`config.mk`:
```
export PLATFORM = sky130hd
export DESIGN_NAME = fprint_comparator_top
export DESIGN_NICKNAME = d
export VERILOG_FILES = /design/src/source/comparator_pkg.sv /design/src/source/write_fifo.sv /design/src/source/core_id_map.sv /design/src/source/fprint_registers.sv /design/src/source/fprint_compare.sv /design/src/source/fprint_comparator_top.sv
export SDC_FILE = /design/constraint.sdc
export NUM_CORES = 1
export LEC_CHECK = 0
export BUFFER_PORTS_ARGS = -buffer_cell sky130_fd_sc_hd__buf_2
export CORE_ASPECT_RATIO = 1.75
export CORE_UTILIZATION = 47
export CTS_CLUSTER_DIAMETER = 150
export DETAILED_ROUTE_END_ITERATION = 10
export SETUP_SLACK_MARGIN = 0.1
export SLEW_MARGIN = 20
export SYNTH_ARGS = -nofsm -noshare
export SYNTH_HDL_FRONTEND = slang
export SYNTH_SLANG_ARGS = --single-unit
export TNS_END_PERCENT = 10
```
`constraint.sdc`:
```
create_clock -name clk -period 4.4 [get_ports clk]
set_clock_uncertainty 0.2 [all_clocks]
set_input_delay 0.22 -clock clk [delete_from_list [all_inputs] [get_ports clk]]
set_output_delay 0.22 -clock clk [all_outputs]
set_load 0.03 [all_outputs]
```
`src/source/comparator_pkg.sv`:
```
package comparator_pkg;

	// bus address: physical core in bits 7:4, register offset in bits 3:0
	typedef logic [7:0] addr_t;
	typedef logic [31:0] data_t;

	typedef logic [15:0] fprint_half_t;
	typedef logic [31:0] fprint_t;

	typedef logic [3:0] task_id_t;
	// one bit per task id
	typedef logic [15:0] task_mask_t;
	typedef logic [3:0] phys_core_t;

	// register offsets within a core's address window
	localparam logic [3:0] off_cs = 4'd0;
	localparam logic [3:0] off_fprint = 4'd1;
	localparam logic [3:0] off_map = 4'd2;

	// checkout when set, checkin when clear
	localparam int cs_dir_bit = 4;
	// 0 selects the low half, 1 the high half
	localparam int block_bit = 5;

endpackage

```
`src/source/write_fifo.sv`:
```
`timescale 1ns/1ps

module write_fifo import comparator_pkg::*; #(
	parameter int fifo_depth_log2 = 2
) (
	input  logic clk,
	input  logic reset,
	input  logic [$bits(addr_t)+$bits(data_t)-1:0] data_in,
	input  logic wr_en,
	input  logic rd_en,
	output logic [$bits(addr_t)+$bits(data_t)-1:0] data_out,
	output logic empty,
	output logic full
);

	localparam int depth = 1 << fifo_depth_log2;

	logic [$bits(addr_t)+$bits(data_t)-1:0] mem [depth];
	logic [fifo_depth_log2-1:0] wr_ptr;
	logic [fifo_depth_log2-1:0] rd_ptr;
	logic [fifo_depth_log2:0] count;
	logic do_write;
	logic do_read;

	assign do_write = wr_en && !full;
	assign do_read = rd_en && !empty;
	assign empty = (count == '0);
	assign full = (count == depth[fifo_depth_log2:0]);

	always_ff @(posedge clk or posedge reset) begin
		if (reset) begin
			wr_ptr <= '0;
			rd_ptr <= '0;
			count <= '0;
		end else begin
			if (do_write)
				wr_ptr <= wr_ptr + 1'b1;
			if (do_read)
				rd_ptr <= rd_ptr + 1'b1;
			// simultaneous push and pop leaves the fill level unchanged
			if (do_write && !do_read)
				count <= count + 1'b1;
			else if (do_read && !do_write)
				count <= count - 1'b1;
		end
	end

	always_ff @(posedge clk) begin
		if (do_write)
			mem[wr_ptr] <= data_in;
		if (do_read)
			data_out <= mem[rd_ptr];
	end

endmodule

```
`src/source/core_id_map.sv`:
```
`timescale 1ns/1ps

module core_id_map import comparator_pkg::*; (
	input  logic clk,
	input  logic reset,
	input  logic map_write,
	input  phys_core_t map_core,
	input  logic map_logical,
	input  phys_core_t physical_core_id,
	output logic logical_core_id
);

	// one logical core bit per physical core
	logic [2**$bits(phys_core_t)-1:0] map_table;

	always_ff @(posedge clk or posedge reset) begin
		if (reset) begin
			// even physical cores start as logical 0, odd ones as logical 1
			map_table <= 16'haaaa;
		end else if (map_write) begin
			map_table[map_core] <= map_logical;
		end
	end

	assign logical_core_id = map_table[physical_core_id];

endmodule

```
`src/source/fprint_registers.sv`:
```
`timescale 1ns/1ps

module fprint_registers import comparator_pkg::*; #(
	parameter int ram_addr_width = 4,
	parameter int fifo_depth_log2 = 2
) (
	input  logic clk,
	input  logic reset,
	input  addr_t fprint_address,
	input  logic fprint_write,
	input  data_t fprint_writedata,
	output logic fprint_waitrequest,
	output phys_core_t physical_core_id,
	output task_id_t fprint_task_id,
	output logic map_write,
	output logic map_logical,
	input  logic logical_core_id,
	input  logic [ram_addr_width-1:0] fprint_head_pointer,
	output logic increment_head_pointer,
	input  logic increment_hp_ack,
	output task_mask_t checkin_reg_out,
	input  logic [ram_addr_width-1:0] tail_pointer0,
	input  logic [ram_addr_width-1:0] tail_pointer1,
	output fprint_t fprint0,
	output fprint_t fprint1,
	input  logic task_verified,
	input  task_id_t verified_task,
	output logic fprint_reg_ack
);

	localparam int fifo_width = $bits(addr_t) + $bits(data_t);
	localparam int ram_depth = 1 << ram_addr_width;

	typedef enum logic {cap_idle, cap_ack} cap_state_t;
	typedef enum logic [2:0] {
		st_idle, st_read, st_decode, st_store,
		st_fp_check, st_fp_store, st_inc_head, st_verified
	} state_t;

	cap_state_t cap_state;
	state_t state;

	addr_t address_reg;
	data_t writedata_reg;
	logic [fifo_width-1:0] fifo_data_out;
	logic fifo_rd_en;
	logic fifo_empty;
	logic fifo_full;
	addr_t fifo_address;
	data_t fifo_writedata;

	logic cs_sel;
	logic fprint_sel;
	logic map_sel;
	logic fprint_block;

	task_mask_t checkout_reg [2];
	task_mask_t checkin_reg [2];
	// indexed by logical core, then half, then slot
	fprint_half_t fprint_mem [2][2][ram_depth];

	assign fifo_address = fifo_data_out[fifo_width-1 -: $bits(addr_t)];
	assign fifo_writedata = fifo_data_out[$bits(data_t)-1:0];

	assign physical_core_id = fifo_address[7:4];
	assign fprint_task_id = fifo_writedata[3:0];
	assign cs_sel = (fifo_address[3:0] == off_cs);
	assign fprint_sel = (fifo_address[3:0] == off_fprint);
	assign map_sel = (fifo_address[3:0] == off_map);
	assign fprint_block = fifo_writedata[block_bit];

	// bus capture, one write accepted per two cycles
	always_ff @(posedge clk or posedge reset) begin
		if (reset)
			cap_state <= cap_idle;
		else if (cap_state == cap_idle && fprint_write && !fifo_full)
			cap_state <= cap_ack;
		else
			cap_state <= cap_idle;
	end

	always_ff @(posedge clk) begin
		if (cap_state == cap_idle && fprint_write) begin
			address_reg <= fprint_address;
			writedata_reg <= fprint_writedata;
		end
	end

	assign fprint_waitrequest = (cap_state != cap_ack);

	write_fifo #(
		.fifo_depth_log2(fifo_depth_log2)
	) write_fifo_i (
		.clk(clk),
		.reset(reset),
		.data_in({address_reg, writedata_reg}),
		.wr_en(cap_state == cap_ack),
		.rd_en(fifo_rd_en),
		.data_out(fifo_data_out),
		.empty(fifo_empty),
		.full(fifo_full)
	);

	always_ff @(posedge clk or posedge reset) begin
		if (reset) begin
			state <= st_idle;
		end else begin
			case (state)
				// a finished task is cleared before more bus traffic is taken
				st_idle:
					if (task_verified)
						state <= st_verified;
					else if (!fifo_empty)
						state <= st_read;
				st_read:
					state <= st_decode;
				st_decode:
					state <= fprint_sel ? st_fp_check : st_store;
				st_fp_check:
					if (checkout_reg[logical_core_id][fprint_task_id])
						state <= st_fp_store;
					else
						state <= st_idle;
				st_fp_store:
					state <= fprint_block ? st_inc_head : st_idle;
				st_inc_head:
					if (increment_hp_ack)
						state <= st_idle;
				default:
					state <= st_idle;
			endcase
		end
	end

	assign fifo_rd_en = (state == st_read);
	assign increment_head_pointer = (state == st_inc_head);
	assign fprint_reg_ack = (state == st_verified);
	assign map_write = (state == st_store) && map_sel;
	assign map_logical = fifo_writedata[0];
	assign checkin_reg_out = checkin_reg[0] & checkin_reg[1];

	always_ff @(posedge clk or posedge reset) begin
		if (reset) begin
			checkout_reg <= '{default: '0};
			checkin_reg <= '{default: '0};
		end else if (state == st_verified) begin
			for (int c = 0; c < 2; c++) begin
				checkout_reg[c][verified_task] <= 1'b0;
				checkin_reg[c][verified_task] <= 1'b0;
			end
		end else if (state == st_store && cs_sel) begin
			if (fifo_writedata[cs_dir_bit])
				checkout_reg[logical_core_id][fprint_task_id] <= 1'b1;
			// a checkin without a checkout is dropped
			else if (checkout_reg[logical_core_id][fprint_task_id])
				checkin_reg[logical_core_id][fprint_task_id] <= 1'b1;
		end
	end

	always_ff @(posedge clk) begin
		fprint0 <= {fprint_mem[0][1][tail_pointer0], fprint_mem[0][0][tail_pointer0]};
		fprint1 <= {fprint_mem[1][1][tail_pointer1], fprint_mem[1][0][tail_pointer1]};
		if (state == st_fp_store)
			fprint_mem[logical_core_id][fprint_block][fprint_head_pointer] <=
				fifo_writedata[31:16];
	end

endmodule

```
`src/source/fprint_compare.sv`:
```
`timescale 1ns/1ps

module fprint_compare import comparator_pkg::*; #(
	parameter int ram_addr_width = 4
) (
	input  logic clk,
	input  logic reset,
	input  logic logical_core_id,
	input  logic increment_head_pointer,
	output logic increment_hp_ack,
	output logic [ram_addr_width-1:0] fprint_head_pointer,
	output logic [ram_addr_width-1:0] tail_pointer0,
	output logic [ram_addr_width-1:0] tail_pointer1,
	input  fprint_t fprint0,
	input  fprint_t fprint1,
	input  task_mask_t checkin_reg_out,
	output logic task_verified,
	output task_id_t verified_task,
	input  logic fprint_reg_ack,
	output logic result_valid,
	output logic result_ok,
	output task_id_t result_task
);

	typedef enum logic [1:0] {st_idle, st_wait, st_result, st_verify} state_t;

	state_t state;
	logic [ram_addr_width-1:0] head [2];
	logic [ram_addr_width-1:0] tail [2];
	logic fail_flag;
	logic pairs_pending;
	logic result_ready;
	task_id_t res_task;
	logic res_ok;

	function automatic task_id_t lowest_task(input task_mask_t mask);
		task_id_t id;
		id = '0;
		for (int i = $bits(task_mask_t) - 1; i >= 0; i--) begin
			if (mask[i])
				id = task_id_t'(i);
		end
		return id;
	endfunction

	assign fprint_head_pointer = head[logical_core_id];
	assign tail_pointer0 = tail[0];
	assign tail_pointer1 = tail[1];

	// a pair exists only when both cores have an unread entry
	assign pairs_pending = (head[0] != tail[0]) && (head[1] != tail[1]);
	assign result_ready = (checkin_reg_out != '0) && !pairs_pending;

	// head moves in the request cycle, so the request is a single pulse
	assign increment_hp_ack = increment_head_pointer;

	always_ff @(posedge clk or posedge reset) begin
		if (reset)
			head <= '{default: '0};
		else if (increment_head_pointer)
			head[logical_core_id] <= head[logical_core_id] + 1'b1;
	end

	always_ff @(posedge clk or posedge reset) begin
		if (reset) begin
			state <= st_idle;
			tail <= '{default: '0};
			fail_flag <= 1'b0;
			res_task <= '0;
			res_ok <= 1'b0;
		end else begin
			case (state)
				st_idle:
					if (pairs_pending) begin
						state <= st_wait;
					end else if (result_ready) begin
						res_task <= lowest_task(checkin_reg_out);
						// leftover entries on either side mean unequal counts
						res_ok <= !fail_flag && (head[0] == tail[0]) && (head[1] == tail[1]);
						fail_flag <= 1'b0;
						// drop leftovers so the next task starts aligned
						tail[0] <= head[0];
						tail[1] <= head[1];
						state <= st_result;
					end
				// memory output at the tails is valid here
				st_wait: begin
					if (fprint0 != fprint1)
						fail_flag <= 1'b1;
					tail[0] <= tail[0] + 1'b1;
					tail[1] <= tail[1] + 1'b1;
					state <= st_idle;
				end
				st_result:
					state <= st_verify;
				st_verify:
					if (fprint_reg_ack)
						state <= st_idle;
				default:
					state <= st_idle;
			endcase
		end
	end

	assign result_valid = (state == st_result);
	assign result_task = res_task;
	assign result_ok = res_ok;
	assign task_verified = (state == st_verify);
	assign verified_task = res_task;

endmodule

```
`src/source/fprint_comparator_top.sv`:
```
`timescale 1ns/1ps

module fprint_comparator_top import comparator_pkg::*; #(
	parameter int ram_addr_width = 4,
	parameter int fifo_depth_log2 = 2
) (
	input  logic clk,
	input  logic reset,
	input  addr_t address,
	input  logic write,
	input  data_t writedata,
	output logic waitrequest,
	output logic result_valid,
	output task_id_t result_task,
	output logic result_ok
);

	phys_core_t physical_core_id;
	logic logical_core_id;
	logic map_write;
	logic map_logical;
	logic [ram_addr_width-1:0] fprint_head_pointer;
	logic [ram_addr_width-1:0] tail_pointer0;
	logic [ram_addr_width-1:0] tail_pointer1;
	logic increment_head_pointer;
	logic increment_hp_ack;
	task_mask_t checkin_reg_out;
	fprint_t fprint0;
	fprint_t fprint1;
	logic task_verified;
	task_id_t verified_task;
	logic fprint_reg_ack;

	fprint_registers #(
		.ram_addr_width(ram_addr_width),
		.fifo_depth_log2(fifo_depth_log2)
	) fprint_registers_i (
		.clk(clk),
		.reset(reset),
		.fprint_address(address),
		.fprint_write(write),
		.fprint_writedata(writedata),
		.fprint_waitrequest(waitrequest),
		.physical_core_id(physical_core_id),
		.fprint_task_id(),
		.map_write(map_write),
		.map_logical(map_logical),
		.logical_core_id(logical_core_id),
		.fprint_head_pointer(fprint_head_pointer),
		.increment_head_pointer(increment_head_pointer),
		.increment_hp_ack(increment_hp_ack),
		.checkin_reg_out(checkin_reg_out),
		.tail_pointer0(tail_pointer0),
		.tail_pointer1(tail_pointer1),
		.fprint0(fprint0),
		.fprint1(fprint1),
		.task_verified(task_verified),
		.verified_task(verified_task),
		.fprint_reg_ack(fprint_reg_ack)
	);

	// map writes target the core that sent them
	core_id_map core_id_map_i (
		.clk(clk),
		.reset(reset),
		.map_write(map_write),
		.map_core(physical_core_id),
		.map_logical(map_logical),
		.physical_core_id(physical_core_id),
		.logical_core_id(logical_core_id)
	);

	fprint_compare #(
		.ram_addr_width(ram_addr_width)
	) fprint_compare_i (
		.clk(clk),
		.reset(reset),
		.logical_core_id(logical_core_id),
		.increment_head_pointer(increment_head_pointer),
		.increment_hp_ack(increment_hp_ack),
		.fprint_head_pointer(fprint_head_pointer),
		.tail_pointer0(tail_pointer0),
		.tail_pointer1(tail_pointer1),
		.fprint0(fprint0),
		.fprint1(fprint1),
		.checkin_reg_out(checkin_reg_out),
		.task_verified(task_verified),
		.verified_task(verified_task),
		.fprint_reg_ack(fprint_reg_ack),
		.result_valid(result_valid),
		.result_ok(result_ok),
		.result_task(result_task)
	);

endmodule

```
Yosys cells after proc, flatten, opt, wreduce, memory -nomap -nowiden
Memory sizes are Yosys's and may differ from the RTL's. A register that Yosys moved wholly into a read port is not among the register bits.
Cells that the tools add are included.
{"block": "word_totals", "register_bits": 219, "mem_bits_rw": 1184, "input_bits": 43, "elab_cells": 210, "n_memories": 2}
{"block": "classes", "n_addsub": 7, "order_cmp": 14, "eq_ne": 25, "muxes": 85, "bitwise": 15, "reduce_logical": 40}
{"name": "fprint_registers_i.fprint_mem", "depth": 2, "word_bits": 512, "rd": 2, "rd_clocked_by_memory_dff": 0, "write_ports": 1, "line": "fprint_registers.sv:60", "source": "fprint_half_t fprint_mem [2][2][ram_depth];"}
{"name": "fprint_registers_i.write_fifo_i.mem", "depth": 4, "word_bits": 40, "rd": 1, "rd_clocked_by_memory_dff": 1, "write_ports": 1, "line": "write_fifo.sv:18", "source": "logic [$bits(addr_t)+$bits(data_t)-1:0] mem [depth];"}
{"op": "512-bit 2-to-1 mux", "count": 1}
{"op": "16-bit binary-select mux with 4-bit select", "count": 4}
{"op": "256-bit demux with 1-bit select", "count": 1}
{"op": "256-bit 2-to-1 mux", "count": 1}
{"op": "32-bit 2-to-1 mux", "count": 7}
{"op": "16-bit 2-to-1 mux", "count": 13}
{"op": "16-bit AND", "count": 5}
{"op": "4-bit 2-to-1 mux", "count": 20}
{"op": "16-bit demux with 4-bit select", "count": 1}
{"op": "32-bit OR", "count": 2}
{"op": "32-bit != test", "count": 1}
{"op": "3-bit 2-to-1 mux", "count": 7}
{"op": "1-bit logical AND", "count": 18}
{"op": "16-bit bitwise mux", "count": 1}
{"op": "16-bit demux with 1-bit select", "count": 1}
{"op": "8-bit 2-to-1 mux", "count": 2}
{"op": "16-bit NOT", "count": 1}
{"op": "8-bit case mux with 2 select lines", "count": 1}
{"op": "16-bit nonzero test", "count": 1}
{"op": "3-bit == test, second input constant", "count": 5}
{"op": "5-bit greater-or-equal comparator, second input constant", "count": 3}
{"op": "4-bit by 5-bit < comparator with 1-bit output, second input constant", "count": 3}
{"op": "4-bit NOT with 5-bit output", "count": 3}
{"op": "3-bit case mux with 5 select lines", "count": 1}
{"op": "38 further kinds", "count": 83}

Longest topological paths before layout
{"block": "depth", "word_depth": 17, "depth_mapped": 11}

By module
A second synthesis with hierarchy kept.
{"block": "unflattened", "hier_cells": 2509, "area_unflattened_um2": 54907.7}
{"mod": "fprint_registers", "n_inst": 1, "cells_per_inst": 1957, "area_each_um2": 44761.7}
{"mod": "write_fifo", "n_inst": 1, "cells_per_inst": 288, "area_each_um2": 7462.2}
{"mod": "fprint_compare", "n_inst": 1, "cells_per_inst": 197, "area_each_um2": 1809.2}
{"mod": "core_id_map", "n_inst": 1, "cells_per_inst": 67, "area_each_um2": 874.6}

Worst setup path before layout
No wires, ideal clock.
{"block": "synth_path", "path_kind": "register -> register", "start": "register fprint_registers_i.state[0]", "end": "register fprint_registers_i.write_fifo_i.count[1]", "setup_time_ps": 125, "arrival_ps": 4480, "required_ps": 4075, "path_slack_ps": -404, "stages_incl_launch_ff": 9, "path_buffers": 1, "path_cell_list": "dfrtp_1 clkbuf_1 nor2b_1 nor3b_1 inv_1 ha_1 inv_1 fa_1 mux2_2"}
{"block": "synth_between", "elab_chain_cells": 5, "elab_cells_between_ends": 7, "classes_between": "eq/ne (1); mux (1); reduce/logical (5)"}
{"item": "from (decl)", "line": "fprint_registers.sv:41", "source": "state_t state;"}
{"item": "from (signal assigned)", "line": "fprint_registers.sv:106", "source": "state <= st_idle;"}
{"item": "from (signal assigned)", "line": "fprint_registers.sv:112", "source": "state <= st_verified;"}
{"item": "from (signal assigned)", "line": "fprint_registers.sv:114", "source": "state <= st_read;"}
{"item": "3-bit by 1-bit == test with 1-bit output (*)", "line": "fprint_registers.sv:135", "source": "assign fifo_rd_en = (state == st_read);"}
{"item": "1-bit logical AND (*)", "line": "write_fifo.sv:26", "source": "assign do_read = rd_en && !empty;"}
{"item": "via fprint_registers_i.write_fifo_i.do_read", "line": "write_fifo.sv:23", "source": "logic do_read;"}
{"item": "1-bit zero test", "line": "write_fifo.sv:41", "source": "if (do_write && !do_read)"}
{"item": "1-bit logical AND", "line": "write_fifo.sv:41"}
{"item": "3-bit 2-to-1 mux or 2-bit nonzero test (tied branches)"}
{"item": "to (signal assigned)", "line": "write_fifo.sv:42", "source": "count <= count + 1'b1;"}
{"item": "to (signal assigned)", "line": "write_fifo.sv:44", "source": "count <= count - 1'b1;"}
{"item": "to (decl)", "line": "write_fifo.sv:21", "source": "logic [fifo_depth_log2:0] count;"}
The timed path passes the listed nets; every way through them passes the cells marked *.
A chain may end at the register's enable or synchronous reset.

Worst setup path after layout
{"block": "layout_path", "start": "register fprint_registers_i.write_fifo_i.data_out[36] (read register of fprint_registers_i.write_fifo_i.mem)", "end": "memory fprint_registers_i.fprint_mem[0][433] (netlist bit) (enable)"}
{"block": "layout_between", "elab_chain_cells": 14, "elab_cells_between_ends": 15, "classes_between": "order compare (2); mux (10); bitwise (2); reduce/logical (1)"}
{"item": "from (decl)", "line": "write_fifo.sv:11", "source": "output logic [$bits(addr_t)+$bits(data_t)-1:0] data_out,"}
{"item": "1-bit binary-select mux with 4-bit select (*)", "line": "core_id_map.sv:25", "source": "assign logical_core_id = map_table[physical_core_id];"}
{"item": "1-bit 2-to-1 mux (not written as such) (*)", "line": "core_id_map.sv:25"}
{"item": "1-bit NOT with 2-bit output (not written as such)", "line": "fprint_compare.sv:46", "source": "assign fprint_head_pointer = head[logical_core_id];"}
{"item": "4-bit 2-to-1 mux (not written as such) (3 in a row)", "line": "fprint_compare.sv:46"}
{"item": "4-bit NOT with 5-bit output (not written as such)", "line": "fprint_registers.sv:164", "source": "fprint_mem[logical_core_id][fprint_block][fprint_head_pointer] <="}
{"item": "5-bit greater-or-equal comparator (not written as such) or 5-bit by 1-bit < comparator with 1-bit output (tied branches)", "line": "fprint_registers.sv:164"}
{"item": "1-bit logical AND (not written as such)", "line": "fprint_registers.sv:164"}
{"item": "16-bit 2-to-1 mux (not written as such)", "line": "fprint_registers.sv:164"}
{"item": "16-bit demux with 4-bit select", "line": "fprint_registers.sv:164"}
{"item": "256-bit 2-to-1 mux (not written as such)", "line": "fprint_registers.sv:164"}
{"item": "256-bit demux with 1-bit select", "line": "fprint_registers.sv:164"}
{"item": "512-bit 2-to-1 mux (not written as such)", "line": "fprint_registers.sv:164"}
{"item": "to (decl)", "line": "fprint_registers.sv:60"}
Mark *: on every way between the ends. The rest lies on a longest branch, timed or not. The select of a mux whose other input is x is not followed.

==> results.py <==
metrics = {
    "status": {
        "status": "complete, no violations",
    },
    "global_route": {
        "antenna_found_initial": 1,
        "grt_max_degree": 97,
        "grt_usage_pct": 20.62,
        "grt-ovfl-total": 0,
        "grt_pass1_vias": 27090,
        "grt_pass1_wl_um": 173800,
    },
    "sta": {
        "timing.fmax_mhz": 256.5,
        "rsz0062_at_grt": "false",
        "worst_pin_slew_ns": 1.099,
        "timing.slew.headroom_pct": 26.73,
        "finalSetupViolCount": 0,
        "worst_slack_ns": 0.5008,
        "maxSlewViolCount": 0,
        "setup_tns_ns": 0,
        "holdWs_ns": 0.2742,
        "finalCritPeriodShare_pct": 88.62,
        "fin_crit_ns": 3.899,
        "hold_viol_final": 0,
    },
    "worst_setup_path": {
        "rr_worst_depth": 9,
        "worst-setup-path-type": "flip-flop to flip-flop",
        "rrSetupSlack_ns": 0.50,
        "crit_path_end_kind": "flip-flop",
        "path_depth": 9,
        "critPathMaxStageDelay_ns": 0.57,
        "crit_chain": "mux4_2 > mux2i_1 > mux2_4 > mux2_2 > inv_1 > ha_1 > nand2_1 > nor2_1 > buf_4",
        "crit_start": "fprint_registers_i.write_fifo_i.data_out[36]$_DFFE_PP_",
        "timing.rr.start": "fprint_registers_i.write_fifo_i.data_out[36]$_DFFE_PP_",
        "cp-endpoint": "fprint_registers_i.fprint_mem[0][433]$_DFFE_PP_",
        "crit_path_max_fanout": 16,
        "critPathRequiredTime_ns": 4.61,
        "cp-start-kind": "flip-flop",
        "worst_path_max_delay_cell": "edfxtp_1",
        "cpLargestDelayFamily": "multiplexers",
        "worst-endpoint-arrival_ns": 4.10,
        "crit_buf_inv": 2,
        "timing.rr.end": "fprint_registers_i.fprint_mem[0][433]$_DFFE_PP_",
    },
    "finish": {
        "final_nets": 2970,
        "design_area_um2": 60040,
        "regMostFlops": "fprint_registers_i.fprint_mem",
        "top_regs": "fprint_registers_i.fprint_mem: 1024 flops, fprint_registers_i.write_fifo_i.mem: 120 flops",
        "nFillCells": 8668,
        "drive_above_1_share_pct": 22.93,
        "largest_reg_flops": 1024,
        "syn_to_final_growth_pct": 13.60,
    },
    "clock_network": {
        "htree_levels": 3,
        "post_cts_buffers": 0,
        "cts_root_buf": "clkbuf_16",
        "cts_buffer_depth": 3,
        "cts_buffers": 116,
        "path_clk_slew_ns": 0.07,
        "tritoncts": "yes",
        "clock_sinks": 1383,
        "clk_latency_ns": 0.73,
    },
    "route": {
        "via_per_inst": 5.681,
        "wire_per_inst_um": 25.72,
        "antenna_left": 0,
        "wirelength_um": 115600,
        "drtPass1Iterations": 5,
        "drc": 0,
        "vias": 25540,
        "drt-initial-drc-count": 2106,
    },
    "synth": {
        "synth_most_common_cell": "edfxtp_1",
        "ys_ff_latch": 1383,
        "yosysTopAreaCell": "edfxtp_1",
        "ys_seq_area_share_pct": 76.30,
        "ys.flop_type": "edfxtp_1",
        "synth_area_um2": 52850,
        "ys.warnings.count": 0,
        "netlist_instances": 2710,
        "synthArstFlopShare_pct": 8.315,
        "ys_types": 57,
        "synth_nets": 2765,
        "synth_top_area_share_pct": 68.41,
        "synthTopCellsByArea": "edfxtp_1 68%, mux4_2 11%, dfrtp_1 5.1%",
        "postSynthAreaPerCell_um2": 19.50,
        "synth_common_cells": "1204 x edfxtp_1, 265 x mux4_2, 210 x nand2_1, 111 x mux2i_1, 109 x o21ai_0",
        "synth_edf_count": 1204,
    },
    "power_and_ir_drop": {
        "ir_worst_vdd_mv": 0.5024,
        "power_density_nw_per_um2": 617.2,
        "p_leak_nw": 19.99,
    },
    "floorplan": {
        "initial_core_util_pct": 47.41,
        "std_cell_rows": 162,
        "core_area_um2": 111500,
        "die_w_um": 255.5,
        "io_pins": 50,
        "die_h_um": 445.6,
        "die-area_um2": 113800,
    },
    "hold_path": {
        "worst_hold_path_type": "flip-flop to flip-flop",
    },
    "placed_design": {
        "pre_cts_ws_ns": 0.5559,
        "placed_area_um2": 55350,
        "io_buffers": 39,
        "hpwl_um": 72080,
        "place_congestion": 0.8490,
    },
    "run": {
        "max-cap-violations": 0,
    },
}
[final cells by class]
type / count / area, µm² / area share [%]
Clock inverter: 56 / 689.4 / 1.148
Tap cell: 1476 / 1847 / 3.076
Sequential cell: 1383 / 40340 / 67.19
Antenna cell: 1 / 2.502 / 0.004168
Inverter: 12 / 47.55 / 0.07919
Timing Repair Buffer: 218 / 1754 / 2.922
Clock buffer: 165 / 3353 / 5.585
Multi-Input combinational cell: 1184 / 12000 / 19.99
[metrics by stage]
step           power [mW]  util, %  std cells
2_1_floorplan       23.25        -       2710
3_3_place_gp        26.45    49.64       4209
3_5_place_dp        26.68    49.65       4209
4_1_cts             37.49    53.84       4493
5_1_grt             38.47    53.86       4495
6_report            37.06    53.86       4495
[cells by family after synthesis]
family                   synth area share (%)
AO/OA/AOI/OAI                           3.650
XOR/XNOR                               0.8452
adder cells (fa/ha/maj)                0.2983
buffers and inverters                   1.084
flip-flops                              76.30
multiplexers                            14.32
AND/OR/NAND/NOR                         3.504
[layout by cell type, fill, tap and decap left out, types with 28 or more instances in the layout]
cell	instances
a22oi_1	38
buf_2	39
dfxtp_1	64
nor2_1	84
mux2_2	41
dlygate4sd3_1	63
buf_4	111
clkbuf_16	121
o21ai_0	109
nand2_1	210
dfrtp_1	99
clkbuf_1	28
a21oi_1	49
xor2_1	34
edfxtp_1	1204
a221oi_1	33
mux2i_1	111
mux4_2	265
[worst min-delay path by stage]
stage	from	to	slack (ns)	cells past startpoint
floorplan	address[0]	fprint_registers_i.address_reg[0]$_DFFE_PP_	0.12	0
global placement	reset	fprint_registers_i.write_fifo_i.wr_ptr[0]$_DFFE_PP0P_	0.17	2
detailed placement	reset	fprint_registers_i.write_fifo_i.wr_ptr[1]$_DFFE_PP0P_	0.17	2
CTS	fprint_compare_i.fail_flag$_DFFE_PP0P_	fprint_compare_i.result_ok$_DFFE_PP0P_	0.28	1
global route	fprint_compare_i.fail_flag$_DFFE_PP0P_	fprint_compare_i.result_ok$_DFFE_PP0P_	0.29	1
finish	fprint_compare_i.fail_flag$_DFFE_PP0P_	fprint_compare_i.result_ok$_DFFE_PP0P_	0.27	1
[routing by layer]
metal / up-vias / global-route usage [%] / wire length, µm
met5: - / 0 / 0
met1: 13360 / 24.24 / 43700
li1: 11320 / - / -
met3: 196 / 2.306 / 4363
met4: 0 / 9.229 / 4746
met2: 659 / 37.87 / 62790
[what timing repair did]
action	4_1_cts	5_1_grt
setup endpoints to repair	0	0
hold buffers	63	0
hold endpoints to repair	86	0
resized for setup	0	0
[report_power, final]
part	switching (mW)	total (mW)	internal, mW
Combinational	5.67	9.36	3.68
Sequential	0.743	16.9	16.2
Clock	4.62	10.8	6.15
Total	11.0	37.1	26.0
[worst register-to-register path, stage by stage (launching register included)]
cell      delay, ns
edfxtp_1       0.57
mux4_2         0.56
mux2i_1        0.29
mux2_4         0.27
mux2_2         0.38
inv_1          0.09
ha_1           0.46
nand2_1        0.30
nor2_1         0.17
buf_4          0.28
Power figures use the tool's default switching activity.
